==> src/rtl/isa_pkg.sv <==
package isa_pkg;

    // ########################################
    // Enumerations
    // ########################################

    typedef enum logic [1:0] {
        EXC_NONE = 2'd0,
        EXC_ADEF = 2'd1,    // Fetch address error
        EXC_INE  = 2'd2     // Invalid instruction
    } exception_t;

    typedef enum logic [4:0] {
        OP_ADD, OP_SUB, OP_LUI, OP_LOAD, OP_STORE, OP_BEQ,
        OP_BNE, OP_B, OP_BL, OP_JIRL, OP_SPEC
    } opcode_t;

    typedef enum logic [1:0] {
        MEM_NOP, MEM_LOAD_S, MEM_LOAD_U, MEM_STORE
    } mem_type_t;

    typedef enum logic [1:0] {
        SIZE_BYTE, SIZE_HALF, SIZE_WORD
    } mem_size_t;

    typedef enum logic [1:0] {
        SPEC_NONE, SPEC_CSRRD
    } spec_opcode_t;

    // ########################################
    // Encoding match and mask
    // ########################################

    localparam logic [31:0] ADD_W_MATCH   = 32'h0010_0000;
    localparam logic [31:0] SUB_W_MATCH   = 32'h0011_0000;
    localparam logic [31:0] R3_MASK       = 32'hffff_8000;   // add.w, sub.w
    localparam logic [31:0] ADDI_W_MATCH  = 32'h0280_0000;
    localparam logic [31:0] LD_W_MATCH    = 32'h2880_0000;
    localparam logic [31:0] ST_W_MATCH    = 32'h2980_0000;
    localparam logic [31:0] I12_MASK      = 32'hffc0_0000;
    localparam logic [31:0] LU12I_W_MATCH = 32'h1400_0000;
    localparam logic [31:0] LU12I_W_MASK  = 32'hfe00_0000;
    localparam logic [31:0] BEQ_MATCH     = 32'h5800_0000;
    localparam logic [31:0] BNE_MATCH     = 32'h5c00_0000;
    localparam logic [31:0] B_MATCH       = 32'h5000_0000;
    localparam logic [31:0] BL_MATCH      = 32'h5400_0000;
    localparam logic [31:0] JIRL_MATCH    = 32'h4c00_0000;
    localparam logic [31:0] BRANCH_MASK   = 32'hfc00_0000;
    localparam logic [31:0] CSRRD_MATCH   = 32'h0400_0000;
    localparam logic [31:0] CSRRD_MASK    = 32'hff00_03e0;   // rj must be zero
    localparam logic [31:0] RDCNTVL_MATCH = 32'h0000_6000;
    localparam logic [31:0] RDCNTVH_MATCH = 32'h0000_6400;
    localparam logic [31:0] RDCNT_MASK    = 32'hffff_ffe0;

endpackage

==> src/rtl/pipe_pkg.sv <==
package pipe_pkg;

    localparam int QUEUE_DEPTH  = 8;
    localparam int QUEUE_PTR_W  = $clog2(QUEUE_DEPTH);
    localparam int QUEUE_CNT_W  = $clog2(QUEUE_DEPTH + 1);

    // One decoded instruction as it leaves decode
    typedef struct packed {
        logic [31:0]           pc;
        logic                  have_exception;
        isa_pkg::exception_t   exception_type;
        isa_pkg::opcode_t      opcode;
        logic [4:0]            rf_src1;
        logic [4:0]            rf_src2;
        logic                  src2_is_imm;
        logic [31:0]           imm;
        logic [4:0]            dest;
        logic                  is_branch;
        logic                  branch_taken;
        logic                  branch_condition;    // Conditional, resolved later
        logic [31:0]           branch_target;       // Offset only for jirl
        logic                  is_jirl;
        logic                  pred_branch_taken;
        logic [31:0]           pred_branch_target;
        logic                  branch_mistaken;
        isa_pkg::mem_type_t    mem_type;
        isa_pkg::mem_size_t    mem_size;
        logic                  is_spec_op;
        isa_pkg::spec_opcode_t spec_opcode;
    } decoded_t;

endpackage

==> src/rtl/fetch_slot_if.sv <==
`timescale 1ns/1ps

interface fetch_slot_if;
    import isa_pkg::*;

    logic                valid;
    logic [31:0]         pc;
    logic [31:0]         inst;
    logic                pred_branch_taken;
    logic [31:0]         pred_branch_target;
    logic                have_exception;
    exception_t          exception_type;

    modport queue  (output valid, pc, inst, pred_branch_taken, pred_branch_target,
                    have_exception, exception_type);
    modport decode (input  valid, pc, inst, pred_branch_taken, pred_branch_target,
                    have_exception, exception_type);

endinterface

==> src/rtl/decoder.sv <==
`timescale 1ns/1ps

module decoder (
    input  logic                valid,
    input  logic [31:0]         pc,
    input  logic [31:0]         inst,
    input  logic                if_have_exception,
    input  isa_pkg::exception_t if_exception_type,
    input  logic                if_pred_branch_taken,
    input  logic [31:0]         if_pred_branch_target,
    input  logic [63:0]         counter,
    output pipe_pkg::decoded_t  info
);
    import isa_pkg::*;

    logic [4:0]  rd;
    logic [4:0]  rj;
    logic [4:0]  rk;
    logic [31:0] si12;
    logic [31:0] offs16;
    logic [31:0] offs26;
    logic        is_add, is_sub, is_addi, is_lui, is_ld, is_st;
    logic        is_beq, is_bne, is_b, is_bl, is_jirl;
    logic        is_csrrd, is_cntvl, is_cntvh;
    logic        matched;
    logic        uncond;

    assign rd     = inst[4:0];
    assign rj     = inst[9:5];
    assign rk     = inst[14:10];
    assign si12   = {{20{inst[21]}}, inst[21:10]};
    assign offs16 = {{14{inst[25]}}, inst[25:10], 2'b00};
    assign offs26 = {{4{inst[9]}}, inst[9:0], inst[25:10], 2'b00};

    assign is_add   = (inst & R3_MASK) == ADD_W_MATCH;
    assign is_sub   = (inst & R3_MASK) == SUB_W_MATCH;
    assign is_addi  = (inst & I12_MASK) == ADDI_W_MATCH;
    assign is_lui   = (inst & LU12I_W_MASK) == LU12I_W_MATCH;
    assign is_ld    = (inst & I12_MASK) == LD_W_MATCH;
    assign is_st    = (inst & I12_MASK) == ST_W_MATCH;
    assign is_beq   = (inst & BRANCH_MASK) == BEQ_MATCH;
    assign is_bne   = (inst & BRANCH_MASK) == BNE_MATCH;
    assign is_b     = (inst & BRANCH_MASK) == B_MATCH;
    assign is_bl    = (inst & BRANCH_MASK) == BL_MATCH;
    assign is_jirl  = (inst & BRANCH_MASK) == JIRL_MATCH;
    assign is_csrrd = (inst & CSRRD_MASK) == CSRRD_MATCH;
    assign is_cntvl = (inst & RDCNT_MASK) == RDCNTVL_MATCH;
    assign is_cntvh = (inst & RDCNT_MASK) == RDCNTVH_MATCH;

    assign matched = |{is_add, is_sub, is_addi, is_lui, is_ld, is_st, is_beq, is_bne,
                       is_b, is_bl, is_jirl, is_csrrd, is_cntvl, is_cntvh};
    assign uncond  = is_b || is_bl || is_jirl;

    always_comb begin
        info                    = '0;
        info.pc                 = pc;
        info.pred_branch_taken  = if_pred_branch_taken;
        info.pred_branch_target = if_pred_branch_target;

        if (is_add || is_sub) begin
            info.opcode  = is_sub ? OP_SUB : OP_ADD;
            info.rf_src1 = rj;
            info.rf_src2 = rk;
            info.dest    = rd;
        end else if (is_addi || is_cntvl || is_cntvh) begin
            info.opcode      = OP_ADD;
            info.rf_src1     = is_addi ? rj : 5'd0;    // Counter reads add to r0
            info.src2_is_imm = 1'b1;
            info.imm         = is_addi ? si12 : is_cntvl ? counter[31:0] : counter[63:32];
            info.dest        = rd;
        end else if (is_lui) begin
            info.opcode      = OP_LUI;
            info.src2_is_imm = 1'b1;
            info.imm         = {inst[24:5], 12'h000};
            info.dest        = rd;
        end else if (is_ld || is_st) begin
            info.opcode      = is_ld ? OP_LOAD : OP_STORE;
            info.rf_src1     = rj;
            info.rf_src2     = is_st ? rd : 5'd0;      // Store data
            info.src2_is_imm = is_ld;
            info.imm         = si12;
            info.dest        = is_ld ? rd : 5'd0;
            info.mem_type    = is_ld ? MEM_LOAD_S : MEM_STORE;
            info.mem_size    = SIZE_WORD;
        end else if (is_beq || is_bne) begin
            info.opcode           = is_beq ? OP_BEQ : OP_BNE;
            info.rf_src1          = rj;
            info.rf_src2          = rd;
            info.imm              = offs16;
            info.is_branch        = 1'b1;
            info.branch_condition = 1'b1;
            info.branch_target    = pc + offs16;
        end else if (uncond) begin
            info.opcode        = is_b ? OP_B : is_bl ? OP_BL : OP_JIRL;
            info.rf_src1       = is_jirl ? rj : 5'd0;
            info.imm           = is_jirl ? offs16 : offs26;
            info.dest          = is_bl ? 5'd1 : is_jirl ? rd : 5'd0;
            info.is_branch     = 1'b1;
            info.branch_taken  = 1'b1;
            info.is_jirl       = is_jirl;
            // jirl target needs rj, so only the offset is known here
            info.branch_target = is_jirl ? offs16 : pc + offs26;
        end else if (is_csrrd) begin
            info.opcode      = OP_SPEC;
            info.src2_is_imm = 1'b1;
            info.imm         = {18'd0, inst[23:10]};   // CSR number
            info.dest        = rd;
            info.is_spec_op  = 1'b1;
            info.spec_opcode = SPEC_CSRRD;
        end

        info.have_exception = if_have_exception || (valid && !matched);
        info.exception_type = if_have_exception   ? if_exception_type :
                              info.have_exception ? EXC_INE : EXC_NONE;

        // ########################################
        // Misprediction at decode
        // ########################################
        info.branch_mistaken = valid && (
            (uncond && !if_pred_branch_taken) ||
            ((is_b || is_bl) && if_pred_branch_taken &&
             if_pred_branch_target != info.branch_target) ||
            (!info.is_branch && if_pred_branch_taken));
    end

endmodule

==> src/rtl/id_stage.sv <==
`timescale 1ns/1ps

module id_stage (
    input  logic               ro_stall,
    input  logic [63:0]        counter,

    fetch_slot_if.decode       slot_a,
    fetch_slot_if.decode       slot_b,

    output logic [1:0]         id_consume_inst,
    output logic               id_a_ready,
    output pipe_pkg::decoded_t id_a,
    output logic               id_b_ready,
    output pipe_pkg::decoded_t id_b
);
    import pipe_pkg::*;
    import isa_pkg::*;

    decoded_t a_info;
    decoded_t b_info;
    logic     raw_hazard;

    decoder decoder_a (
        .valid                 (slot_a.valid),
        .pc                    (slot_a.pc),
        .inst                  (slot_a.inst),
        .if_have_exception     (slot_a.have_exception),
        .if_exception_type     (slot_a.exception_type),
        .if_pred_branch_taken  (slot_a.pred_branch_taken),
        .if_pred_branch_target (slot_a.pred_branch_target),
        .counter               (counter),
        .info                  (a_info)
    );

    decoder decoder_b (
        .valid                 (slot_b.valid),
        .pc                    (slot_b.pc),
        .inst                  (slot_b.inst),
        .if_have_exception     (slot_b.have_exception),
        .if_exception_type     (slot_b.exception_type),
        .if_pred_branch_taken  (slot_b.pred_branch_taken),
        .if_pred_branch_target (slot_b.pred_branch_target),
        .counter               (counter),
        .info                  (b_info)
    );

    // b reads what a writes in the same pair
    assign raw_hazard = slot_a.valid && slot_b.valid && a_info.dest != 5'd0 &&
                        (a_info.dest == b_info.rf_src1 || a_info.dest == b_info.rf_src2);

    assign id_a_ready = slot_a.valid;
    assign id_b_ready = slot_b.valid && id_a_ready && !a_info.is_spec_op &&
                        !raw_hazard && b_info.mem_type == MEM_NOP;

    assign id_consume_inst = ro_stall   ? 2'd0 :
                             id_b_ready ? 2'd2 :
                             id_a_ready ? 2'd1 :
                                          2'd0;

    always_comb begin
        id_a                 = a_info;
        id_b                 = b_info;
        id_a.branch_mistaken = a_info.branch_mistaken && !ro_stall;
        id_b.branch_mistaken = b_info.branch_mistaken && !ro_stall;
    end

endmodule

==> src/rtl/id_top.sv <==
`timescale 1ns/1ps

module id_top (
    input  logic                clk,
    input  logic                reset,
    input  logic [63:0]         counter,
    input  logic                ro_stall,

    input  logic                push_valid,
    input  logic [31:0]         push_pc,
    input  logic [31:0]         push_inst,
    input  logic                push_pred_branch_taken,
    input  logic [31:0]         push_pred_branch_target,
    input  logic                push_have_exception,
    input  isa_pkg::exception_t push_exception_type,
    output logic                fetch_full,

    output logic                ro_a_valid,
    output pipe_pkg::decoded_t  ro_a,
    output logic                ro_b_valid,
    output pipe_pkg::decoded_t  ro_b
);
    import pipe_pkg::*;

    logic [1:0] id_consume_inst;
    logic       id_a_ready;
    logic       id_b_ready;
    decoded_t   id_a;
    decoded_t   id_b;

    fetch_slot_if slot_a ();    // Oldest entry
    fetch_slot_if slot_b ();

    inst_queue inst_queue_inst (
        .clk                     (clk),
        .reset                   (reset),
        .push_valid              (push_valid),
        .push_pc                 (push_pc),
        .push_inst               (push_inst),
        .push_pred_branch_taken  (push_pred_branch_taken),
        .push_pred_branch_target (push_pred_branch_target),
        .push_have_exception     (push_have_exception),
        .push_exception_type     (push_exception_type),
        .fetch_full              (fetch_full),
        .consume                 (id_consume_inst),
        .slot_a                  (slot_a),
        .slot_b                  (slot_b)
    );

    id_stage id_stage_inst (
        .ro_stall        (ro_stall),
        .counter         (counter),
        .slot_a          (slot_a),
        .slot_b          (slot_b),
        .id_consume_inst (id_consume_inst),
        .id_a_ready      (id_a_ready),
        .id_a            (id_a),
        .id_b_ready      (id_b_ready),
        .id_b            (id_b)
    );

    issue_reg issue_reg_inst (
        .clk        (clk),
        .reset      (reset),
        .ro_stall   (ro_stall),
        .id_a_ready (id_a_ready),
        .id_a       (id_a),
        .id_b_ready (id_b_ready),
        .id_b       (id_b),
        .ro_a_valid (ro_a_valid),
        .ro_a       (ro_a),
        .ro_b_valid (ro_b_valid),
        .ro_b       (ro_b)
    );

endmodule

==> src/rtl/inst_queue.sv <==
`timescale 1ns/1ps

module inst_queue (
    input  logic                clk,
    input  logic                reset,

    input  logic                push_valid,
    input  logic [31:0]         push_pc,
    input  logic [31:0]         push_inst,
    input  logic                push_pred_branch_taken,
    input  logic [31:0]         push_pred_branch_target,
    input  logic                push_have_exception,
    input  isa_pkg::exception_t push_exception_type,
    output logic                fetch_full,

    input  logic [1:0]          consume,
    fetch_slot_if.queue         slot_a,
    fetch_slot_if.queue         slot_b
);
    import pipe_pkg::*;
    import isa_pkg::*;

    typedef struct packed {
        logic [31:0] pc;
        logic [31:0] inst;
        logic        pred_branch_taken;
        logic [31:0] pred_branch_target;
        logic        have_exception;
        exception_t  exception_type;
    } entry_t;

    entry_t                 mem [QUEUE_DEPTH];
    logic [QUEUE_PTR_W-1:0] head;
    logic [QUEUE_PTR_W-1:0] tail;
    logic [QUEUE_PTR_W-1:0] head_next;
    logic [QUEUE_CNT_W-1:0] count;
    logic                   push_ok;
    entry_t                 entry_a;
    entry_t                 entry_b;

    assign fetch_full = count >= QUEUE_CNT_W'(QUEUE_DEPTH - 1);
    assign push_ok    = push_valid && !fetch_full;    // Overflow push is dropped
    assign head_next  = head + QUEUE_PTR_W'(1);

    always_ff @(posedge clk) begin
        if (reset) begin
            head  <= '0;
            tail  <= '0;
            count <= '0;
        end else begin
            head  <= head + QUEUE_PTR_W'(consume);
            if (push_ok)
                tail <= tail + QUEUE_PTR_W'(1);
            count <= count + QUEUE_CNT_W'(push_ok) - QUEUE_CNT_W'(consume);
        end
    end

    always_ff @(posedge clk) begin
        if (push_ok)
            mem[tail] <= '{push_pc, push_inst, push_pred_branch_taken,
                           push_pred_branch_target, push_have_exception,
                           push_exception_type};
    end

    // ########################################
    // Head slots toward decode
    // ########################################

    assign entry_a = mem[head];
    assign entry_b = mem[head_next];

    assign slot_a.valid              = count != '0;
    assign slot_a.pc                 = entry_a.pc;
    assign slot_a.inst               = entry_a.inst;
    assign slot_a.pred_branch_taken  = entry_a.pred_branch_taken;
    assign slot_a.pred_branch_target = entry_a.pred_branch_target;
    assign slot_a.have_exception     = entry_a.have_exception;
    assign slot_a.exception_type     = entry_a.exception_type;

    assign slot_b.valid              = count > QUEUE_CNT_W'(1);
    assign slot_b.pc                 = entry_b.pc;
    assign slot_b.inst               = entry_b.inst;
    assign slot_b.pred_branch_taken  = entry_b.pred_branch_taken;
    assign slot_b.pred_branch_target = entry_b.pred_branch_target;
    assign slot_b.have_exception     = entry_b.have_exception;
    assign slot_b.exception_type     = entry_b.exception_type;

endmodule

==> src/rtl/issue_reg.sv <==
`timescale 1ns/1ps

module issue_reg (
    input  logic               clk,
    input  logic               reset,
    input  logic               ro_stall,

    input  logic               id_a_ready,
    input  pipe_pkg::decoded_t id_a,
    input  logic               id_b_ready,
    input  pipe_pkg::decoded_t id_b,

    output logic               ro_a_valid,
    output pipe_pkg::decoded_t ro_a,
    output logic               ro_b_valid,
    output pipe_pkg::decoded_t ro_b
);

    always_ff @(posedge clk) begin
        if (reset) begin
            ro_a_valid <= 1'b0;
            ro_b_valid <= 1'b0;
        end else if (!ro_stall) begin
            ro_a_valid <= id_a_ready;
            ro_b_valid <= id_b_ready;
        end
    end

    // Payload follows the valids, frozen under stall
    always_ff @(posedge clk) begin
        if (!ro_stall) begin
            ro_a <= id_a;
            ro_b <= id_b;
        end
    end

endmodule

==> config.mk <==
export PLATFORM = sky130hd
export DESIGN_NAME = id_top
export DESIGN_NICKNAME = d
export VERILOG_FILES = /design/src/rtl/isa_pkg.sv /design/src/rtl/pipe_pkg.sv /design/src/rtl/fetch_slot_if.sv /design/src/rtl/decoder.sv /design/src/rtl/id_stage.sv /design/src/rtl/id_top.sv /design/src/rtl/inst_queue.sv /design/src/rtl/issue_reg.sv
export SDC_FILE = /design/constraint.sdc
export NUM_CORES = 2
export LEC_CHECK = 0
export BUFFER_PORTS_ARGS = -buffer_cell sky130_fd_sc_hd__buf_4
export CAP_MARGIN = 20
export CORE_AREA = 2 2 318 320
export DETAILED_ROUTE_END_ITERATION = 6
export DIE_AREA = 0 0 320 322
export GPL_ROUTABILITY_DRIVEN = 1
export PLACE_DENSITY = 0.9
export SYNTH_ARGS = -nofsm -noshare
export SYNTH_HDL_FRONTEND = slang
export SYNTH_SLANG_ARGS = --single-unit
==> constraint.sdc <==
create_clock -name clk -period 18.6 [get_ports clk]
set_input_delay 5.58 -clock clk [delete_from_list [all_inputs] [get_ports clk]]
set_output_delay 5.58 -clock clk [all_outputs]
set_load 0.01 [all_outputs]
==> results.cfg <==
[floorplanning]
dieArea_um2 = 103000
initial_utilization_pct = 57.7
core_um2 = 99600
ioPinCount = 501
num_rows = 116
die_w_um = 320
fp.dieH_um = 322

[clock_network]
cts_max_level = 3
clock_latency_ns = 0.74
cts_tree = yes
cts_hold_buf = 0
cts_setup_buffers = 0
numCtsBuffers = 110
post_cts_resized = 0
cts_sinks = 1135
clk_pin_slew_worst_paths_ns = 0.07
clockBufferDepth = 3
cts_root_buf = clkbuf_16

[hold_path]
hold_class = flip-flop to flip-flop

[timing]
tightest_slew_ns = 1.22
setup_violations = 0
fmax_mhz = 115
timing.hold.ws_ns = 0.583
fin_skew_ns = 0.0371
slew_headroom_pct = 16.3
fin_crit_sh_pct = 46.6
hold_violations = 0
tns_ns = 0
rsz0062_at_grt = no
slew_violations = 0
period_needed_ns = 8.67

[power_and_ir_drop]
power_density_nw_per_um2 = 204
pwr-share-seq_pct = 25.6
p_int_uw = 7310
vdd_drop_max_mv = 0.184
power.switching_uw = 6250
sw_frac_of_total_pct = 46.1
pwr-share-comb_pct = 57.5
clkPwrFrac_pct = 16.9
power.leakage_uw = 0.0237

[logic_synthesis]
synth.distinct_cells = 92
synthCells = 3997
ys_top_cells_by_area = edfxtp_1 59%, mux4_2 14%, nand2_1 3.5%
synth_top_area_share_pct = 58.7
syn_area_per_cell_um2 = 14.4
synth_edf_count = 1123
syn_area_um2 = 57500
synthArstFlopShare_pct = 0
ys_seq_elements = 1135
synthFlopType = edfxtp_1
yosysSeqAreaShare_pct = 59.1
yosysWarnings = 0
yosys.area.top_type = edfxtp_1

[finish]
nets = 4751
finish.utilization_pct = 66.6
area_growth_pct = 15.3
drive_gt1_share_pct = 26.3

[grt]
grt_pass1_wl_um = 295000
grt_pass1_vias = 41000
antenna_found_initial = 35
grtUsageTotal_pct = 40.4
grt_max_degree = 143
grt_overflow = 0

[routing]
first_iter_violations = 7545
drc_errors = 52
dr_total_vias = 43100
drtPass1Iterations = 7
wire_per_inst_um = 35.9
detail_route.vias_per_cell = 7.30
drt-total-wl_um = 212000
ant_nets = 0

[flow_run]
maxCapViolCount = 0

[setup_path]
crit_type = flip-flop to flip-flop
crit_arrival_ns = 9.10
cp_data_required_time_ns = 19.03
start_kind = flip-flop
cp_max_fo = 142
cp-end-kind = flip-flop

[placed_design]
port_buffers = 494
hpwl_um = 146000
place_congestion = 1.03

[outcome]
outcome = finished, violations left
violations = design-rule violations
[per-layer routing]
metal / share of wire (%) / global-route usage, % / routed length, µm
met1: 32 / 50.8 / 68700
met2: 44 / 59.0 / 92200
met3: 16 / 15.3 / 34000
met4: 8.0 / 26.0 / 16900
met5: 0.081 / 0 / 172
[flip-flops by register name (all words and copies together) (netlist names)]
name                       count
inst_queue_inst.mem          800
issue_reg_inst.ro_a_valid      1
inst_queue_inst.tail           3
issue_reg_inst.ro_b_valid      1
inst_queue_inst.count          4
issue_reg_inst.ro_b          161
inst_queue_inst.head           3
issue_reg_inst.ro_a          162
[final timing paths]
| kind | endpoint | startpoint | slack, ns | cells past startpoint |
|---|---|---|---|---|
| worst max-delay path | issue_reg_inst.ro_b[7] | inst_queue_inst.head[0] | 9.93 | 20 |
| worst min-delay path | issue_reg_inst.ro_b_valid | issue_reg_inst.ro_b_valid | 0.58 | 2 |
| worst max register to register | issue_reg_inst.ro_b[7] | inst_queue_inst.head[0] | 9.93 | 20 |
| worst min register to register | issue_reg_inst.ro_b_valid | issue_reg_inst.ro_b_valid | 0.58 | 2 |
[synthesized netlist by cell type (9+ instances only)]
cell type     n
o31ai_1       9
o21a_1       24
nor4_1       17
a31oi_1      28
o221ai_1     13
mux2_2       38
o32a_1       11
nand2_1     540
dfxtp_1      12
buf_6        10
nor2_1      186
buf_4        36
or3_1        11
a21o_1       44
xnor2_1      74
nand3_1      62
a2111oi_0    13
inv_1       116
o211ai_1     30
nor3_1       77
nand2b_1     27
a22oi_1      20
a21oi_1     140
a221oi_1     25
o22ai_1      37
ha_1         94
mux4_2      368
buf_2        62
buf_1        24
edfxtp_1   1123
nand4_1      34
and3_1       13
o32ai_1      14
a211oi_1     22
clkbuf_1     74
xor2_1       44
mux2i_1     154
o21ai_0     168
nor2b_1      23
and2_1       16
[final cells by class]
cell class              instances  area [µm²]
well taps                    1298        1620
diodes                         37        92.6
inverters                     122         465
clock buffers                 126        2830
fillers                      6543       33300
clock inverters                75         801
flip-flops and latches       1135       34000
multi-input cells            2539       22200
repair buffers                577        4360
[cell families (layout without fill, tap and decap cells)]
group | Yosys count | after routing | synth area share, %
AOI/OAI and AO/OA | 699 | 699 | 8.11
xor gates and xnor gates | 118 | 118 | 1.80
adders and majority gates | 98 | 98 | 2.19
buffers and inverters | 328 | 900 | 2.64
DFF | 1135 | 1135 | 59.1
muxes | 563 | 563 | 18.0
other | 1 | 43 | 0.00652
and+or+nand+nor | 1055 | 1055 | 8.20
[per-stage QoR]
step           std cells  cell area (µm²)  setup slack [ns]  power (µW)
2_1_floorplan       4002            57500              2.67        8210
3_3_place_gp        5669            62600              9.95       10700
3_5_place_dp        5670            62600              9.93       10800
4_1_cts             5871            66200             10.30       13200
5_1_grt             5890            66300              9.70       13900
6_report            5909            66300              9.93       13600
[worst max-delay path, stage by stage, from the launching register on]
cell and delay [ns]:
dfxtp_4 0.63, ha_4 0.44, buf_4 0.76, buf_12 0.62, mux4_2 0.66, mux2i_1 0.56
inv_1 0.29, ha_1 0.46, nand4_1 0.14, a2111oi_0 0.69, a2111oi_0 0.23, a211oi_1 0.58
nand4_1 0.17, a21boi_0 0.25, nor2_1 0.08, xor2_1 0.17, a221oi_1 0.63, xor2_1 0.18
nor2_1 0.16, and4_1 0.23, a31oi_1 0.08
[power groups by stage]
stage               Combinational, µW  Clock [µW]  Sequential, µW
finish                           7790        2300            3470
global route                     8080        2380            3480
CTS                              7430        2290            3460
detailed placement               7320           0            3500
global placement                 7260           0            3480
floorplan                        4650           0            3560
[layout by cell type (no fill, tap or decap), types with 36 or more instances in the layout]
| cell type | n |
|---|---|
| a21o_1 | 44 |
| diode_2 | 37 |
| buf_4 | 574 |
| mux2_2 | 38 |
| clkbuf_16 | 111 |
| mux2i_1 | 151 |
| o22ai_1 | 36 |
| nand2_1 | 540 |
| edfxtp_1 | 1123 |
| xor2_1 | 43 |
| nor2_1 | 183 |
| mux4_2 | 368 |
| nor3_1 | 71 |
| a21oi_1 | 140 |
| inv_1 | 115 |
| nand3_1 | 62 |
| ha_1 | 93 |
| xnor2_1 | 73 |
| o21ai_0 | 168 |
Note: power is estimated with default switching activity, not from simulation.
